File: src/logic/led_params.svh
// panel geometry, colour depth and timing constants
// shared by the led panel design
`ifndef LED_PARAMS_SVH
`define LED_PARAMS_SVH

// panel geometry
`define PANEL_COLS 16
`define PANEL_ROWS 8
`define HALF_ROWS 4
`define COL_BITS 4
`define ROW_BITS 2

// colour depth, one bit plane per colour bit
`define COLOR_BITS 2
`define PLANES 2

// serial link
`define UART_TICKS_PER_BIT 8

// scan timing
`define SCAN_DIV 4 // clk_root cycles per scan tick
`define SHOW_UNIT 8 // ticks shown for plane 0

`endif

File: src/logic/panel_pkg.sv
// panel side types: pixels, framebuffer addressing,
// scan states and the bundle of panel drive pins
`include "led_params.svh"

package panel_pkg;

    typedef struct packed {
        logic [`COLOR_BITS-1:0] blue;
        logic [`COLOR_BITS-1:0] green;
        logic [`COLOR_BITS-1:0] red; // low bits
    } pixel_t;

    // one framebuffer word covers both halves of the panel
    typedef struct packed {
        pixel_t bottom;
        pixel_t top;
    } pixel_pair_t;

    typedef struct packed {
        logic                 half; // 1 = bottom half
        logic [`ROW_BITS-1:0] row;
        logic [`COL_BITS-1:0] col;
    } fb_addr_t;

    typedef enum logic [1:0] {
        SHIFT,
        LATCH,
        SHOW
    } scan_state_t;

    typedef struct packed {
        logic [2:0]           rgb_top; // red at bit 0
        logic [2:0]           rgb_bottom;
        logic [`ROW_BITS-1:0] row_addr;
        logic                 clk_pixel;
        logic                 latch;
        logic                 output_enable; // active high
        logic                 spare; // reserved, always 0
    } panel_drive_t;

endpackage

File: src/logic/cmd_pkg.sv
// command side types: opcodes, decoder states
// and the framebuffer write bundle
package cmd_pkg;

    // opcodes are plain ascii letters
    typedef enum logic [7:0] {
        OP_PIXEL  = 8'h50, // 'P'
        OP_RGB_EN = 8'h45, // 'E'
        OP_BRIGHT = 8'h42  // 'B'
    } opcode_t;

    typedef enum logic [1:0] {
        IDLE,
        ADDR,
        DATA,
        ARG
    } dec_state_t;

    typedef struct packed {
        logic                strobe; // one cycle per write
        panel_pkg::fb_addr_t addr;
        panel_pkg::pixel_t   pixel;
    } fb_write_t;

endpackage

File: src/logic/uart_rx.sv
// 8N1 serial receiver, samples each bit in the middle
// and pulses byte_valid for one cycle per good frame
`timescale 1ns/1ps
`include "led_params.svh"

module uart_rx (
    input  logic       clk_root,
    input  logic       rst,
    input  logic       uart_line,
    output logic [7:0] byte_data,
    output logic       byte_valid
);
    localparam int TICK_W = $clog2(`UART_TICKS_PER_BIT);

    logic [1:0]        line_sync;
    logic              rx_bit;
    logic              busy;
    logic [3:0]        bit_idx; // 0 start, 1..8 data, 9 stop
    logic [TICK_W-1:0] tick_cnt;
    logic [7:0]        shift_reg;

    assign rx_bit    = line_sync[1];
    assign byte_data = shift_reg;

    always_ff @(posedge clk_root) begin
        if (rst) begin
            line_sync <= 2'b11; // line idles high
        end else begin
            line_sync <= {line_sync[0], uart_line};
        end
    end

    always_ff @(posedge clk_root) begin
        if (rst) begin
            busy       <= 1'b0;
            bit_idx    <= '0;
            tick_cnt   <= '0;
            byte_valid <= 1'b0;
        end else begin
            byte_valid <= 1'b0;
            if (!busy) begin
                if (!rx_bit) begin
                    busy     <= 1'b1;
                    bit_idx  <= '0;
                    // half a bit, less the two sync stages
                    tick_cnt <= TICK_W'(`UART_TICKS_PER_BIT / 2 - 2);
                end
            end else if (tick_cnt != '0) begin
                tick_cnt <= tick_cnt - 1'b1;
            end else begin
                tick_cnt <= TICK_W'(`UART_TICKS_PER_BIT - 1);
                bit_idx  <= bit_idx + 1'b1;
                if (bit_idx == 4'd0 && rx_bit) begin
                    busy <= 1'b0; // start bit glitch
                end else if (bit_idx == 4'd9) begin
                    busy       <= 1'b0;
                    byte_valid <= rx_bit; // framing error drops the byte
                end
            end
        end
    end

    // lsb first
    always_ff @(posedge clk_root) begin
        if (busy && tick_cnt == '0 && bit_idx >= 4'd1 && bit_idx <= 4'd8) begin
            shift_reg <= {rx_bit, shift_reg[7:1]};
        end
    end

    a_single_strobe: assert property (
        @(posedge clk_root) disable iff (rst) byte_valid |=> !byte_valid
    );

endmodule

File: src/logic/cmd_decoder.sv
// command parser: turns the received byte stream into
// framebuffer writes and the colour / plane enable levels
`timescale 1ns/1ps
`include "led_params.svh"

module cmd_decoder (
    input  logic                clk_root,
    input  logic                rst,
    input  logic [7:0]          byte_data,
    input  logic                byte_valid,
    output cmd_pkg::fb_write_t  fb_write,
    output logic [2:0]          rgb_enable,
    output logic [`PLANES-1:0]  plane_enable
);
    cmd_pkg::dec_state_t state;
    cmd_pkg::opcode_t    opcode; // which single-argument command is pending
    panel_pkg::fb_addr_t addr;
    logic                wr_strobe;
    panel_pkg::fb_addr_t wr_addr;
    panel_pkg::pixel_t   wr_pixel;

    always_ff @(posedge clk_root) begin
        if (rst) begin
            state        <= cmd_pkg::IDLE;
            opcode       <= cmd_pkg::OP_PIXEL;
            wr_strobe    <= 1'b0;
            rgb_enable   <= '1;
            plane_enable <= '1;
        end else begin
            wr_strobe <= 1'b0;
            if (byte_valid) begin
                case (state)
                    cmd_pkg::IDLE: begin
                        case (cmd_pkg::opcode_t'(byte_data))
                            cmd_pkg::OP_PIXEL: begin
                                state <= cmd_pkg::ADDR;
                            end
                            cmd_pkg::OP_RGB_EN, cmd_pkg::OP_BRIGHT: begin
                                opcode <= cmd_pkg::opcode_t'(byte_data);
                                state  <= cmd_pkg::ARG;
                            end
                            default: state <= cmd_pkg::IDLE; // unknown byte
                        endcase
                    end
                    cmd_pkg::ADDR: state <= cmd_pkg::DATA;
                    cmd_pkg::DATA: begin
                        wr_strobe <= 1'b1;
                        state     <= cmd_pkg::IDLE;
                    end
                    cmd_pkg::ARG: begin
                        if (opcode == cmd_pkg::OP_RGB_EN) begin
                            rgb_enable <= byte_data[2:0];
                        end else begin
                            plane_enable <= byte_data[`PLANES-1:0];
                        end
                        state <= cmd_pkg::IDLE;
                    end
                    default: state <= cmd_pkg::IDLE;
                endcase
            end
        end
    end

    // address and pixel payload
    always_ff @(posedge clk_root) begin
        if (byte_valid && state == cmd_pkg::ADDR) begin
            addr <= panel_pkg::fb_addr_t'(byte_data[6:0]);
        end
        if (byte_valid && state == cmd_pkg::DATA) begin
            wr_addr  <= addr;
            wr_pixel <= panel_pkg::pixel_t'(byte_data[5:0]);
        end
    end

    assign fb_write = '{strobe: wr_strobe, addr: wr_addr, pixel: wr_pixel};

    a_write_after_data: assert property (
        @(posedge clk_root) disable iff (rst)
        fb_write.strobe |-> $past(byte_valid && state == cmd_pkg::DATA)
    );

endmodule

File: src/logic/frame_ram.sv
// framebuffer, one pixel pair per word
// writes touch one half of a word, reads return the whole pair
`timescale 1ns/1ps
`include "led_params.svh"

module frame_ram (
    input  logic                   clk_root,
    input  cmd_pkg::fb_write_t     fb_write,
    input  logic [`ROW_BITS-1:0]   rd_row,
    input  logic [`COL_BITS-1:0]   rd_col,
    output panel_pkg::pixel_pair_t rd_data
);
    localparam int DEPTH = `HALF_ROWS * `PANEL_COLS;
    localparam int IDX_W = `ROW_BITS + `COL_BITS;

    panel_pkg::pixel_pair_t mem [DEPTH];
    logic [IDX_W-1:0]       wr_idx;
    logic [IDX_W-1:0]       rd_idx;

    assign wr_idx = {fb_write.addr.row, fb_write.addr.col};
    assign rd_idx = {rd_row, rd_col};

    always_ff @(posedge clk_root) begin
        if (fb_write.strobe) begin
            if (fb_write.addr.half) begin
                mem[wr_idx].bottom <= fb_write.pixel;
            end else begin
                mem[wr_idx].top <= fb_write.pixel;
            end
        end
        rd_data <= mem[rd_idx]; // old data on a same-cycle write
    end

endmodule

File: src/logic/matrix_scan.sv
// scan engine: tick divider plus shift / latch / show sequencing
// with binary weighted show time per bit plane
`timescale 1ns/1ps
`include "led_params.svh"

module matrix_scan (
    input  logic                        clk_root,
    input  logic                        rst,
    input  logic [2:0]                  rgb_top,
    input  logic [2:0]                  rgb_bottom,
    output logic                        load_strobe,
    output logic [`COL_BITS-1:0]        column,
    output logic [`ROW_BITS-1:0]        row,
    output logic [$clog2(`PLANES)-1:0]  plane,
    output panel_pkg::panel_drive_t     panel
);
    localparam int DIV_W   = $clog2(`SCAN_DIV);
    localparam int SHOW_W  = $clog2(`SHOW_UNIT << (`PLANES - 1));
    localparam int PLANE_W = $clog2(`PLANES);

    panel_pkg::scan_state_t state;
    logic [DIV_W-1:0]       div_cnt;
    logic                   tick_end;
    logic                   phase; // 0 data setup tick, 1 clk_pixel tick
    logic [SHOW_W-1:0]      show_cnt;
    logic [`ROW_BITS-1:0]   row_addr; // row currently driven on the panel

    assign tick_end = (div_cnt == DIV_W'(`SCAN_DIV - 1));

    always_ff @(posedge clk_root) begin
        if (rst) begin
            div_cnt <= '0;
        end else if (tick_end) begin
            div_cnt <= '0;
        end else begin
            div_cnt <= div_cnt + 1'b1;
        end
    end

    always_ff @(posedge clk_root) begin
        if (rst) begin
            state    <= panel_pkg::SHIFT;
            phase    <= 1'b0;
            column   <= '0;
            row      <= '0;
            plane    <= '0;
            show_cnt <= '0;
            row_addr <= '0;
        end else if (tick_end) begin
            case (state)
                panel_pkg::SHIFT: begin
                    phase <= ~phase;
                    if (phase) begin
                        if (column == `COL_BITS'(`PANEL_COLS - 1)) begin
                            column   <= '0;
                            row_addr <= row; // visible during the latch tick
                            state    <= panel_pkg::LATCH;
                        end else begin
                            column <= column + 1'b1;
                        end
                    end
                end
                panel_pkg::LATCH: begin
                    show_cnt <= SHOW_W'((`SHOW_UNIT << plane) - 1);
                    state    <= panel_pkg::SHOW;
                end
                panel_pkg::SHOW: begin
                    show_cnt <= show_cnt - 1'b1;
                    if (show_cnt == '0) begin
                        state <= panel_pkg::SHIFT;
                        // all planes of a row, then the next row
                        if (plane == PLANE_W'(`PLANES - 1)) begin
                            plane <= '0;
                            row   <= row + 1'b1;
                        end else begin
                            plane <= plane + 1'b1;
                        end
                    end
                end
                default: state <= panel_pkg::SHIFT;
            endcase
        end
    end

    // fetch kicks off on the first cycle of each column
    assign load_strobe = (state == panel_pkg::SHIFT) && !phase && (div_cnt == '0);

    always_comb begin
        panel               = '0;
        panel.rgb_top       = rgb_top;
        panel.rgb_bottom    = rgb_bottom;
        panel.row_addr      = row_addr;
        panel.clk_pixel     = (state == panel_pkg::SHIFT) && phase;
        panel.latch         = (state == panel_pkg::LATCH);
        panel.output_enable = (state == panel_pkg::SHOW);
    end

    a_oe_exclusive: assert property (
        @(posedge clk_root) disable iff (rst)
        panel.output_enable |-> !(panel.clk_pixel || panel.latch)
    );

endmodule

File: src/logic/frame_fetch.sv
// pixel fetch: reads the pair for the current column and reduces
// each half to one bit per colour for the active plane
`timescale 1ns/1ps
`include "led_params.svh"

module frame_fetch (
    input  logic                        clk_root,
    input  logic                        rst,
    input  logic                        load_strobe,
    input  logic [`COL_BITS-1:0]        column,
    input  logic [`ROW_BITS-1:0]        row,
    input  logic [$clog2(`PLANES)-1:0]  plane,
    input  logic [2:0]                  rgb_enable,
    input  logic [`PLANES-1:0]          plane_enable,
    output logic [`ROW_BITS-1:0]        rd_row,
    output logic [`COL_BITS-1:0]        rd_col,
    input  panel_pkg::pixel_pair_t      rd_data,
    output logic [2:0]                  rgb_top,
    output logic [2:0]                  rgb_bottom
);
    localparam int PLANE_W = $clog2(`PLANES);

    logic               load_d; // ram data valid
    logic [PLANE_W-1:0] plane_d;

    // one bit per channel, red at bit 0, masked by both enables
    function automatic logic [2:0] plane_bits(
        input panel_pkg::pixel_t  px,
        input logic [PLANE_W-1:0] pl
    );
        logic [2:0] bits;
        bits[0] = px.red[pl];
        bits[1] = px.green[pl];
        bits[2] = px.blue[pl];
        return bits & rgb_enable & {3{plane_enable[pl]}};
    endfunction

    // read address follows the scan, ram answers next cycle
    assign rd_row = row;
    assign rd_col = column;

    always_ff @(posedge clk_root) begin
        if (load_strobe) begin
            plane_d <= plane;
        end
    end

    always_ff @(posedge clk_root) begin
        if (rst) begin
            load_d     <= 1'b0;
            rgb_top    <= '0;
            rgb_bottom <= '0;
        end else begin
            load_d <= load_strobe;
            if (load_d) begin
                rgb_top    <= plane_bits(rd_data.top, plane_d);
                rgb_bottom <= plane_bits(rd_data.bottom, plane_d);
            end
        end
    end

endmodule

File: src/logic/led_panel_top.sv
// led panel controller top: uart commands in, hub75 style drive out
// receiver -> decoder -> framebuffer, scan -> fetch -> panel
`timescale 1ns/1ps
`include "led_params.svh"

module led_panel_top (
    input  logic                    clk_root,
    input  logic                    rst,
    input  logic                    uart_line,
    output panel_pkg::panel_drive_t panel
);
    logic [7:0]                 byte_data;
    logic                       byte_valid;
    cmd_pkg::fb_write_t         fb_write;
    logic [2:0]                 rgb_enable;
    logic [`PLANES-1:0]         plane_enable;
    logic [`ROW_BITS-1:0]       rd_row;
    logic [`COL_BITS-1:0]       rd_col;
    panel_pkg::pixel_pair_t     rd_data;
    logic                       load_strobe;
    logic [`COL_BITS-1:0]       column;
    logic [`ROW_BITS-1:0]       row;
    logic [$clog2(`PLANES)-1:0] plane;
    logic [2:0]                 rgb_top;
    logic [2:0]                 rgb_bottom;

    uart_rx i_uart_rx (
        .clk_root   (clk_root),
        .rst        (rst),
        .uart_line  (uart_line),
        .byte_data  (byte_data),
        .byte_valid (byte_valid)
    );

    cmd_decoder i_cmd_decoder (
        .clk_root     (clk_root),
        .rst          (rst),
        .byte_data    (byte_data),
        .byte_valid   (byte_valid),
        .fb_write     (fb_write),
        .rgb_enable   (rgb_enable),
        .plane_enable (plane_enable)
    );

    frame_ram i_frame_ram (
        .clk_root (clk_root),
        .fb_write (fb_write),
        .rd_row   (rd_row),
        .rd_col   (rd_col),
        .rd_data  (rd_data)
    );

    matrix_scan i_matrix_scan (
        .clk_root    (clk_root),
        .rst         (rst),
        .rgb_top     (rgb_top),
        .rgb_bottom  (rgb_bottom),
        .load_strobe (load_strobe),
        .column      (column),
        .row         (row),
        .plane       (plane),
        .panel       (panel)
    );

    frame_fetch i_frame_fetch (
        .clk_root     (clk_root),
        .rst          (rst),
        .load_strobe  (load_strobe),
        .column       (column),
        .row          (row),
        .plane        (plane),
        .rgb_enable   (rgb_enable),
        .plane_enable (plane_enable),
        .rd_row       (rd_row),
        .rd_col       (rd_col),
        .rd_data      (rd_data),
        .rgb_top      (rgb_top),
        .rgb_bottom   (rgb_bottom)
    );

endmodule

File: config.mk
export PLATFORM = sky130hd
export DESIGN_NAME = led_panel_top
export DESIGN_NICKNAME = d
export VERILOG_FILES = /design/src/logic/panel_pkg.sv /design/src/logic/cmd_pkg.sv /design/src/logic/uart_rx.sv /design/src/logic/cmd_decoder.sv /design/src/logic/frame_ram.sv /design/src/logic/matrix_scan.sv /design/src/logic/frame_fetch.sv /design/src/logic/led_panel_top.sv
export VERILOG_INCLUDE_DIRS = /design/src /design/src/logic
export SDC_FILE = /design/constraint.sdc
export NUM_CORES = 1
export LEC_CHECK = 0
export ABC_AREA = 1
export BUFFER_PORTS_ARGS = -buffer_cell sky130_fd_sc_hd__buf_2
export CORE_MARGIN = 2
export CORE_UTILIZATION = 55
export CTS_CLUSTER_SIZE = 24
export DETAILED_ROUTE_END_ITERATION = 8
export PLACE_DENSITY = 0.78
export SLEW_MARGIN = 20
export SYNTH_ARGS = -nofsm -noshare
export SYNTH_HDL_FRONTEND = slang
export SYNTH_SLANG_ARGS = --single-unit
File: constraint.sdc
create_clock -name clk_root -period 2.5 [get_ports clk_root]
set_input_delay 0.25 -clock clk_root [delete_from_list [all_inputs] [get_ports clk_root]]
set_output_delay 0.25 -clock clk_root [all_outputs]
set_load 0.05 [all_outputs]
After elaboration in Yosys (flattened, before gate mapping). Memories as Yosys holds them, arrays and structs flattened. A register that Yosys moved wholly into a read port is not among the register bits. Index checks and enable logic that the tools add are counted.

$add $sub $neg: 8. Order comparisons: 3. Eq/ne operators: 17. Shift operators: 1. Muxes and demuxes: 41. Bitwise logic cells: 9. Reduce and logical (&&, ||, !) cells: 34.

Operator list (number): 8-bit by 7-bit == test with 1-bit output (second input constant) (4); 1-bit 2-to-1 mux (27); 4-bit 2-to-1 mux (4); 3-bit AND reduction (5); 3-bit AND (4); 2-bit case mux with 3 select lines (2); 4-bit AND reduction (3); 1-bit logical AND (9); 3-bit 2-to-1 mux (3); 4-bit by 1-bit adder with 4-bit output (second input constant) (2); 2-bit == test (second input constant) (4); 4-bit == test (second input constant) (2); 4-bit zero test (2); 4-bit case mux with 2 select lines (1); 2-bit OR reduction (4); 2-bit zero test (3); 2-bit 2-to-1 mux (3); 2-bit by 1-bit inequality test with 1-bit output (second input constant) (3); 2-bit AND reduction (3); 1-bit NOT (5); 5-bit OR reduction (1); 2-bit by 1-bit adder with 2-bit output (second input constant) (2); 2-bit by 1-bit == test with 1-bit output (second input constant) (2); 4-bit by 1-bit >= comparator with 1-bit output (second input constant) (1); 13 further kinds (14).

Bits in registers: 81. Memory bits (writable): 768. Bits of input ports: 3. Output and inout bits: 12. Logic and storage cells: 146. Memories kept: 1.

Memory list: i_frame_ram.mem (depth 64, width 12, read ports 1, clocked after Yosys merged registers in 1, wr ports 1, RTL line frame_ram.sv:16) `panel_pkg::pixel_pair_t mem [DEPTH];`.

Depth between registers and ports, before layout. Gate-level depths: netlist (run 1).

Depth in word-level cells: 5. Depth in mapped cells: 12. Gate-level depth less buffers: 10.

Cells and area by module. From an unflattened synthesis (run 1), not the netlist that was laid out.

Cell total of the unflattened synthesis: 3173. Area total of the unflattened synthesis: 35829.4 um^2.

By module, submodules not included: frame_ram (instances 1, cells each 2761, area each 32170.9 um^2, sequential area each 23302.3 um^2); cmd_decoder (instances 1, cells each 131, area each 1405.1 um^2, sequential area each 920.9 um^2); matrix_scan (instances 1, cells each 134, area each 1009.7 um^2, sequential area each 360.3 um^2); uart_rx (instances 1, cells each 83, area each 790.8 um^2, sequential area each 460.4 um^2); frame_fetch (instances 1, cells each 64, area each 452.9 um^2, sequential area each 170.2 um^2).

Worst setup path before layout (run 1). Ideal clock, no wire load.

Path kind: flip-flop to flip-flop. Start point: register i_cmd_decoder.wr_pixel, in the netlist i_cmd_decoder.fb_write[0]. End point: memory i_frame_ram.mem[0][0] (netlist name), data pin. Setup time: 0.509 ns. Arrival time: 1.763 ns. Setup slack: 0.228 ns. Stages on the path, launching flop included: 1. Buffers on the path: 0. Period minus slack after synthesis: 2.272 ns. Path through: edfxtp_1.

RTL lines: from (decl) (RTL line cmd_decoder.sv:20) `panel_pkg::pixel_t wr_pixel;`; from (signal assigned) (RTL line cmd_decoder.sv:71) `wr_pixel <= panel_pkg::pixel_t'(byte_data[5:0]);`; to (decl) (RTL line frame_ram.sv:16).

No word-level cell before the write port.

Worst setup path after layout (run 1).
Start point: register i_cmd_decoder.wr_addr, in the netlist i_cmd_decoder.fb_write[9]. End point: memory i_frame_ram.mem[49][8] (netlist name), enable pin.

RTL lines: from (decl) (RTL line cmd_decoder.sv:19) `panel_pkg::fb_addr_t wr_addr;`; from (signal assigned) (RTL line cmd_decoder.sv:70) `wr_addr <= addr;`.

No word-level cell before the write port.

==> flow_metrics.env, run 1 <==
export IMPL_final_area_um2=40700
export IMPL_outcome="completed"
export IMPL_p_per_area_nw_per_um2=706
export IMPL_portBuffers=13
export IMPL_timing_final_crit_share=0.980
export IMPL_drtAntennaViolNets=0
export IMPL_p_switching_mw=5.53
export IMPL_holdCritPathClass="in2reg"
export IMPL_worst_pin_slew_ns=0.984
export IMPL_synth_seq_cells=861
export IMPL_setup_viol=0
export IMPL_syn_num_nets=3398
export IMPL_synth_edf_count=797
export IMPL_grt_overflow=0
export IMPL_max_slew_margin=0.339
export IMPL_routedWlPerCell_um=20.1
export IMPL_fmax_mhz=408
export IMPL_critPathRequiredTime_ns=2.75
export IMPL_maxCapViolations=0
export IMPL_critPathTopFamily="simple AND/OR/NAND/NOR gates"
export IMPL_synthToLayoutAreaGrowth_pct=12.9
export IMPL_root_buffer="clkbuf_16"
export IMPL_synth_area_leader_cell="edfxtp_1"
export IMPL_dp_cells=4216
export IMPL_crit_path_max_fanout=8
export IMPL_initial_core_util=0.558
export IMPL_clock_skew_ns=0.0179
export IMPL_synth_cell_types=31
export IMPL_final_hold_viol_count=0
export IMPL_first_global_vias=24371
export IMPL_synth_top_family_by_area="simple AND/OR/NAND/NOR gates"
export IMPL_cp_slowest_stage_delay_ns=0.68
export IMPL_p_int_mw=23.2
export IMPL_synth_xor_area_frac=0.000729
export IMPL_synthesis_area_um2=36000
export IMPL_first_iter_violations=3345
export IMPL_cts_buffer_depth=3
export IMPL_die_w_um=260
export IMPL_drive_gt1_frac=0.0891
export IMPL_fin_nets=3463
export IMPL_first_pass_iters=6
export IMPL_critPathMostFrequentCell="nor3_1"
export IMPL_clk_pin_slew_ns=0.06
export IMPL_cts_tree="done"
export IMPL_yosys_warnings=0
export IMPL_rr_startpoint="i_cmd_decoder.fb_write[9]$_DFFE_PP_"
export IMPL_fin_cells=4369
export IMPL_place_area_um2=37900
export IMPL_clock_sinks=861
export IMPL_cts_buffers=83
export IMPL_sw_frac_of_total=0.192
export IMPL_syn_avg_cell_area_um2=10.6
export IMPL_async_reset_ff_frac=0
export IMPL_slowest_stage="nor3_1"
export IMPL_path_class="reg2reg"
export IMPL_crit_path_end_kind="flop"
export IMPL_p_leak_nw=15.6
export IMPL_hold_start="rst"
export IMPL_row_count=93
export IMPL_antenna_found_initial=1
export IMPL_grt_usage=0.263
export IMPL_vias_per_cell=5.72
export IMPL_synth_top_area_frac=0.664
export IMPL_synthMuxAreaShare=0
export IMPL_synth_area_top_cells="edfxtp_1, nand2_1, nand3_1"
export IMPL_via_count=24972
export IMPL_clock_power_share=0.448
export IMPL_synthSimpleGateAreaFrac=0.213
export IMPL_clock_latency_ns=0.63
export IMPL_power_frac_seq=0.541
export IMPL_cp_num_buf_inv=2
export IMPL_netlist_instances=3382
export IMPL_ir_drop_v=0.000620
export IMPL_tns_ns=0
export IMPL_synth_adder_area_share=0.00452
export IMPL_setup_worst_path_start="i_cmd_decoder.fb_write[9]$_DFFE_PP_"
export IMPL_cp_arrival_ns=2.70
export IMPL_synth_compound_area_frac=0.0260
export IMPL_dp_hpwl_mm=50.6
export IMPL_power_mw=28.7
export IMPL_drc=0
export IMPL_io_pins=15
export IMPL_grt_first_pass_wirelength_mm=136
export IMPL_pwr_share_comb=0.011
export IMPL_synth_flop_cell="edfxtp_1"
export IMPL_h_tree_depth=3
export IMPL_maxSlewViolCount=0
export IMPL_path_cells="nor3_1 > buf_4 > clkinv_1 > nor3_1"
export IMPL_rsz0062_at_grt="true"
export IMPL_hold_ws_ns=0.0673
export IMPL_place_gp_congestion=0.882
export IMPL_insertedDiodeCount=0
export IMPL_drt_wl_total_mm=87.8
export IMPL_core_um2=64600
export IMPL_grt_max_degree=144
export IMPL_seq_area_frac_synth=0.700
export IMPL_post_route_min_period_ns=2.45
export IMPL_dieArea_um2=67600
export IMPL_worstSetupStartpointType="flop"
export IMPL_die_h_um=260
per-layer routing:
layer / global-route usage / vias to the layer above / share of wire
li1: - / 11507 / -
met4: 0.137 / 4 / 0.049
met5: 0.00499 / - / 0.00065
met3: 0.0495 / 282 / 0.11
met2: 0.422 / 1453 / 0.47
met1: 0.344 / 11726 / 0.37
power groups by stage:
stage | clock [mW] | combinational [mW] | sequential (mW)
after floorplan | 0 | 0.195 | 15.9
after global placement | 0 | 0.305 | 15.9
after detailed placement | 0 | 0.311 | 15.9
after CTS | 12.9 | 0.315 | 15.5
after global routing | 13.4 | 0.350 | 15.5
final | 12.9 | 0.319 | 15.5
Yosys cell counts (5+ instances only):
| cell type | instances |
|---|---|
| nand2_1 | 1110 |
| edfxtp_1 | 797 |
| nand3_1 | 438 |
| inv_1 | 291 |
| nor2_1 | 159 |
| nor3_1 | 125 |
| buf_2 | 92 |
| clkbuf_1 | 83 |
| a21oi_1 | 70 |
| dfxtp_1 | 64 |
| o211ai_1 | 41 |
| o21ai_0 | 39 |
| ha_1 | 13 |
| inv_2 | 10 |
| buf_1 | 9 |
| buf_4 | 6 |
| a31oi_1 | 5 |
metrics by stage:
step	worst slack [ns]	util
after floorplan	0.228	-
after global placement	0.240	0.586
after detailed placement	0.151	0.586
after CTS	0.139	0.630
after global routing	-0.0393	0.630
final	0.0498	0.630
flip-flops by register name, summed over array words and instances, names as in the netlist, 3 cells and up:
register / flops
i_frame_fetch.rgb_bottom: 3
i_cmd_decoder.opcode: 8
i_cmd_decoder.addr: 7
i_frame_fetch.rgb_top: 3
i_frame_ram.rd_data: 12
i_uart_rx.bit_idx: 4
i_uart_rx.byte_data: 8
i_cmd_decoder.rgb_enable: 3
i_matrix_scan.column: 4
i_matrix_scan.show_cnt: 4
i_frame_ram.mem: 768
i_uart_rx.tick_cnt: 3
i_cmd_decoder.fb_write: 13
cells in the final DEF, fill, tap and decap left out, types with 16 or more instances in the layout:
cell	n
nand2_1	1107
edfxtp_1	797
nand3_1	438
inv_1	291
nor2_1	159
buf_4	127
nor3_1	124
clkbuf_16	86
a21oi_1	70
dfxtp_1	61
o211ai_1	41
o21ai_0	39
buf_12	30
clkbuf_1	20
clkinv_2	16
final timing paths:
check | to | slack, ns | cells after the start
setup / recovery | i_frame_ram.mem[49][8]$_DFFE_PP_ | 0.05 | 4
setup reg to reg | i_frame_ram.mem[49][8]$_DFFE_PP_ | 0.05 | 4
hold / removal | i_frame_fetch.rgb_bottom[2]$_SDFFE_PP0P_ | 0.07 | 2
hold reg to reg | i_cmd_decoder.fb_write[9]$_DFFE_PP_ | 0.42 | 0
area by class of cell:
cell class | instances | area [um^2]
fillers | 4689 | 23900
flip-flops and latches | 861 | 25200
inverters | 304 | 1150
multi-input cells | 2026 | 8810
clock inverters | 41 | 484
clock buffers | 111 | 2300
repair buffers | 171 | 1630
well taps | 855 | 1070
kinds of logic (layout without fill, tap and decap cells):
group           after synthesis  count (layout)
fa+ha+maj                    13              13
compound gates              163             163
xor+xnor                      3               3
buf+inv                     495             627
simple gates               1846            1846
flops                       861             861
other cells                   1               1
timing repair:
item / 4_1_cts / 5_1_grt
setup endpoints to repair: 0 / 18
resized for setup: 0 / 1
buffers inserted: 0 / 0
endpoints found under the hold margin: 1 / 0
hold buffers: 1 / 0
worst register-to-register path, delay by kind of cell (launching register included):
family | cells | cell delay, ns
buffers and inverters | 2 | 0.42
flip-flops | 1 | 0.49
AND/OR/NAND/NOR | 2 | 1.15
Note: power is estimated with default switching activity, not from simulation.
==> run 2: changes to the inputs <==
==> constraint.sdc (replaced) <==
create_clock -name clk_root -period 2.5 [get_ports clk_root]
set_input_delay 0.125 -clock clk_root [delete_from_list [all_inputs] [get_ports clk_root]]
set_output_delay 0.125 -clock clk_root [all_outputs]
set_load 0.05 [all_outputs]
==> run 2 against run 1 <==
Final cell count hardly changed; total power barely moved; clock skew is 0.0021 ns higher; routed wire length is essentially flat; global-route usage did not move; die area unchanged; non-clock buffer count rose by 1; setup slack worse by 0.015 ns; register-to-register slack got worse by 0.02 ns; largest cell class unchanged; largest power group unchanged.
==> flow_metrics.env, run 2 (synthesized netlist as in run 1, its figures left out) <==
export IMPL_outcome="completed"
export IMPL_maxSlewViolCount=0
export IMPL_drt_wl_total_mm=87.8
export IMPL_path_class="reg2reg"
export IMPL_first_iter_violations=3334
export IMPL_insertedDiodeCount=0
export IMPL_cts_tree="done"
export IMPL_worst_hold_path_num_cells=3
export IMPL_initial_core_util=0.558
export IMPL_rsz0062_at_grt="true"
export IMPL_final_hold_viol_count=0
export IMPL_grt_usage=0.263
export IMPL_worstSetupStartpointType="flop"
export IMPL_die_h_um=260
export IMPL_place_gp_congestion=0.882
export IMPL_timing_final_crit_share=0.986
export IMPL_p_leak_nw=15.6
export IMPL_critPathMostFrequentCell="nor3_1"
export IMPL_clock_skew_ns=0.0200
export IMPL_row_count=93
export IMPL_root_buffer="clkbuf_16"
export IMPL_final_cell_mix="nand2_1, edfxtp_1, nand3_1, inv_1, nor2_1"
export IMPL_portBuffers=13
export IMPL_drive_gt1_frac=0.0890
export IMPL_die_w_um=260
export IMPL_critPathRequiredTime_ns=2.75
export IMPL_dp_hpwl_mm=50.6
export IMPL_cp_slowest_stage_delay_ns=0.69
export IMPL_mostFrequentLayoutCell="nand2_1"
export IMPL_power_mw=28.7
export IMPL_via_count=24999
export IMPL_post_route_min_period_ns=2.47
export IMPL_synthToLayoutAreaGrowth_pct=12.9
export IMPL_cp_num_buf_inv=2
export IMPL_largest_register_ffs=768
export IMPL_cts_buffer_depth=3
export IMPL_slowest_stage="nor3_1"
export IMPL_crit_path_max_fanout=8
export IMPL_io_pins=15
export IMPL_vias_per_cell=5.72
export IMPL_regMostFlops="i_frame_ram.mem"
export IMPL_worst_r2r_path_depth=4
export IMPL_first_global_vias=24370
export IMPL_holdCritPathClass="in2reg"
export IMPL_postLayoutSetupSlackWorst_ns=0.0348
export IMPL_crit_cells=4
export IMPL_grt_first_pass_wirelength_mm=136
export IMPL_worst_pin_slew_ns=0.983
export IMPL_critPathTopFamily="simple AND/OR/NAND/NOR gates"
export IMPL_drtAntennaViolNets=0
export IMPL_max_slew_margin=0.340
export IMPL_dp_slack_ns=0.151
export IMPL_ir_drop_v=0.000630
export IMPL_h_tree_depth=3
export IMPL_setup_viol=0
export IMPL_antenna_found_initial=1
export IMPL_cts_buffers=83
export IMPL_p_per_area_nw_per_um2=705
export IMPL_routedWlPerCell_um=20.1
export IMPL_fin_nets=3464
export IMPL_first_pass_iters=8
export IMPL_maxCapViolations=0
export IMPL_crit_path_end_kind="flop"
export IMPL_core_um2=64600
export IMPL_clock_latency_ns=0.63
export IMPL_tns_ns=0
export IMPL_path_cells="nor3_1 > buf_4 > clkinv_1 > nor3_1"
export IMPL_clock_sinks=861
export IMPL_drc=0
export IMPL_cp_arrival_ns=2.72
export IMPL_grt_overflow=0
export IMPL_postCtsSetupRepairBufs=0
export IMPL_grt_max_degree=144
export IMPL_fmax_mhz=406
export IMPL_clk_pin_slew_ns=0.06
export IMPL_dieArea_um2=67600
[run 2: where the power goes]
part | total, mW | internal, mW | switching (mW)
Clock | 12.8 | 7.59 | 5.24
Sequential | 15.5 | 15.5 | 0.0291
Combinational | 0.319 | 0.0869 | 0.233
[run 2: final timing paths]
| kind | start | to | slack (ns) |
|---|---|---|---|
| worst max-delay path | i_cmd_decoder.fb_write[9]$_DFFE_PP_ | i_frame_ram.mem[51][11]$_DFFE_PP_ | 0.03 |
| worst min-delay path | uart_line | i_uart_rx.line_sync[0]$_SDFF_PP1_ | 0.21 |
| worst max register to register | i_cmd_decoder.fb_write[9]$_DFFE_PP_ | i_frame_ram.mem[51][11]$_DFFE_PP_ | 0.03 |
| worst min register to register | i_cmd_decoder.addr[3]$_DFFE_PP_ | i_cmd_decoder.fb_write[9]$_DFFE_PP_ | 0.42 |
[run 2: layer usage]
| layer | wire [um] | up-vias | track usage |
|---|---|---|---|
| met5 | 57 | - | 0.00499 |
| met4 | 4240 | 4 | 0.136 |
| met3 | 9440 | 283 | 0.0495 |
| met2 | 41200 | 1488 | 0.423 |
| li1 | - | 11520 | - |
| met1 | 32900 | 11704 | 0.344 |
[run 2: final cells by class]
class,count,area [um^2]
fillers,4687,23900
well taps,855,1070
clock buffers,111,2300
clock inverters,41,484
multi-input cells,2026,8810
inverters,304,1150
repair buffers,172,1640
flip-flops and latches,861,25200
[run 2: worst register-to-register path: cells and delay by family, from the launching register on]
| family | cells | cell delay (ns) |
|---|---|---|
| buffers and inverters | 2 | 0.43 |
| and+or+nand+nor | 2 | 1.17 |
| DFF | 1 | 0.49 |
[run 2: stage by stage]
| stage | util | hold WS (ns) | cell area, um^2 | cells |
|---|---|---|---|---|
| 6_report | 0.630 | 0.210 | 40700 | 4370 |
| 5_1_grt | 0.630 | 0.218 | 40700 | 4370 |
| 4_1_cts | 0.630 | 0.190 | 40700 | 4370 |
| 3_5_place_dp | 0.586 | 0.311 | 37900 | 4216 |
| 3_3_place_gp | 0.586 | 0.313 | 37900 | 4216 |
| 2_1_floorplan | - | 0.203 | 36000 | 3382 |
[run 2: what timing repair did]
item / CTS / global route
resized for setup: 0 / 1
hold endpoints to repair: 14 / 0
endpoints found under the setup margin: 0 / 18
hold buffers: 2 / 0
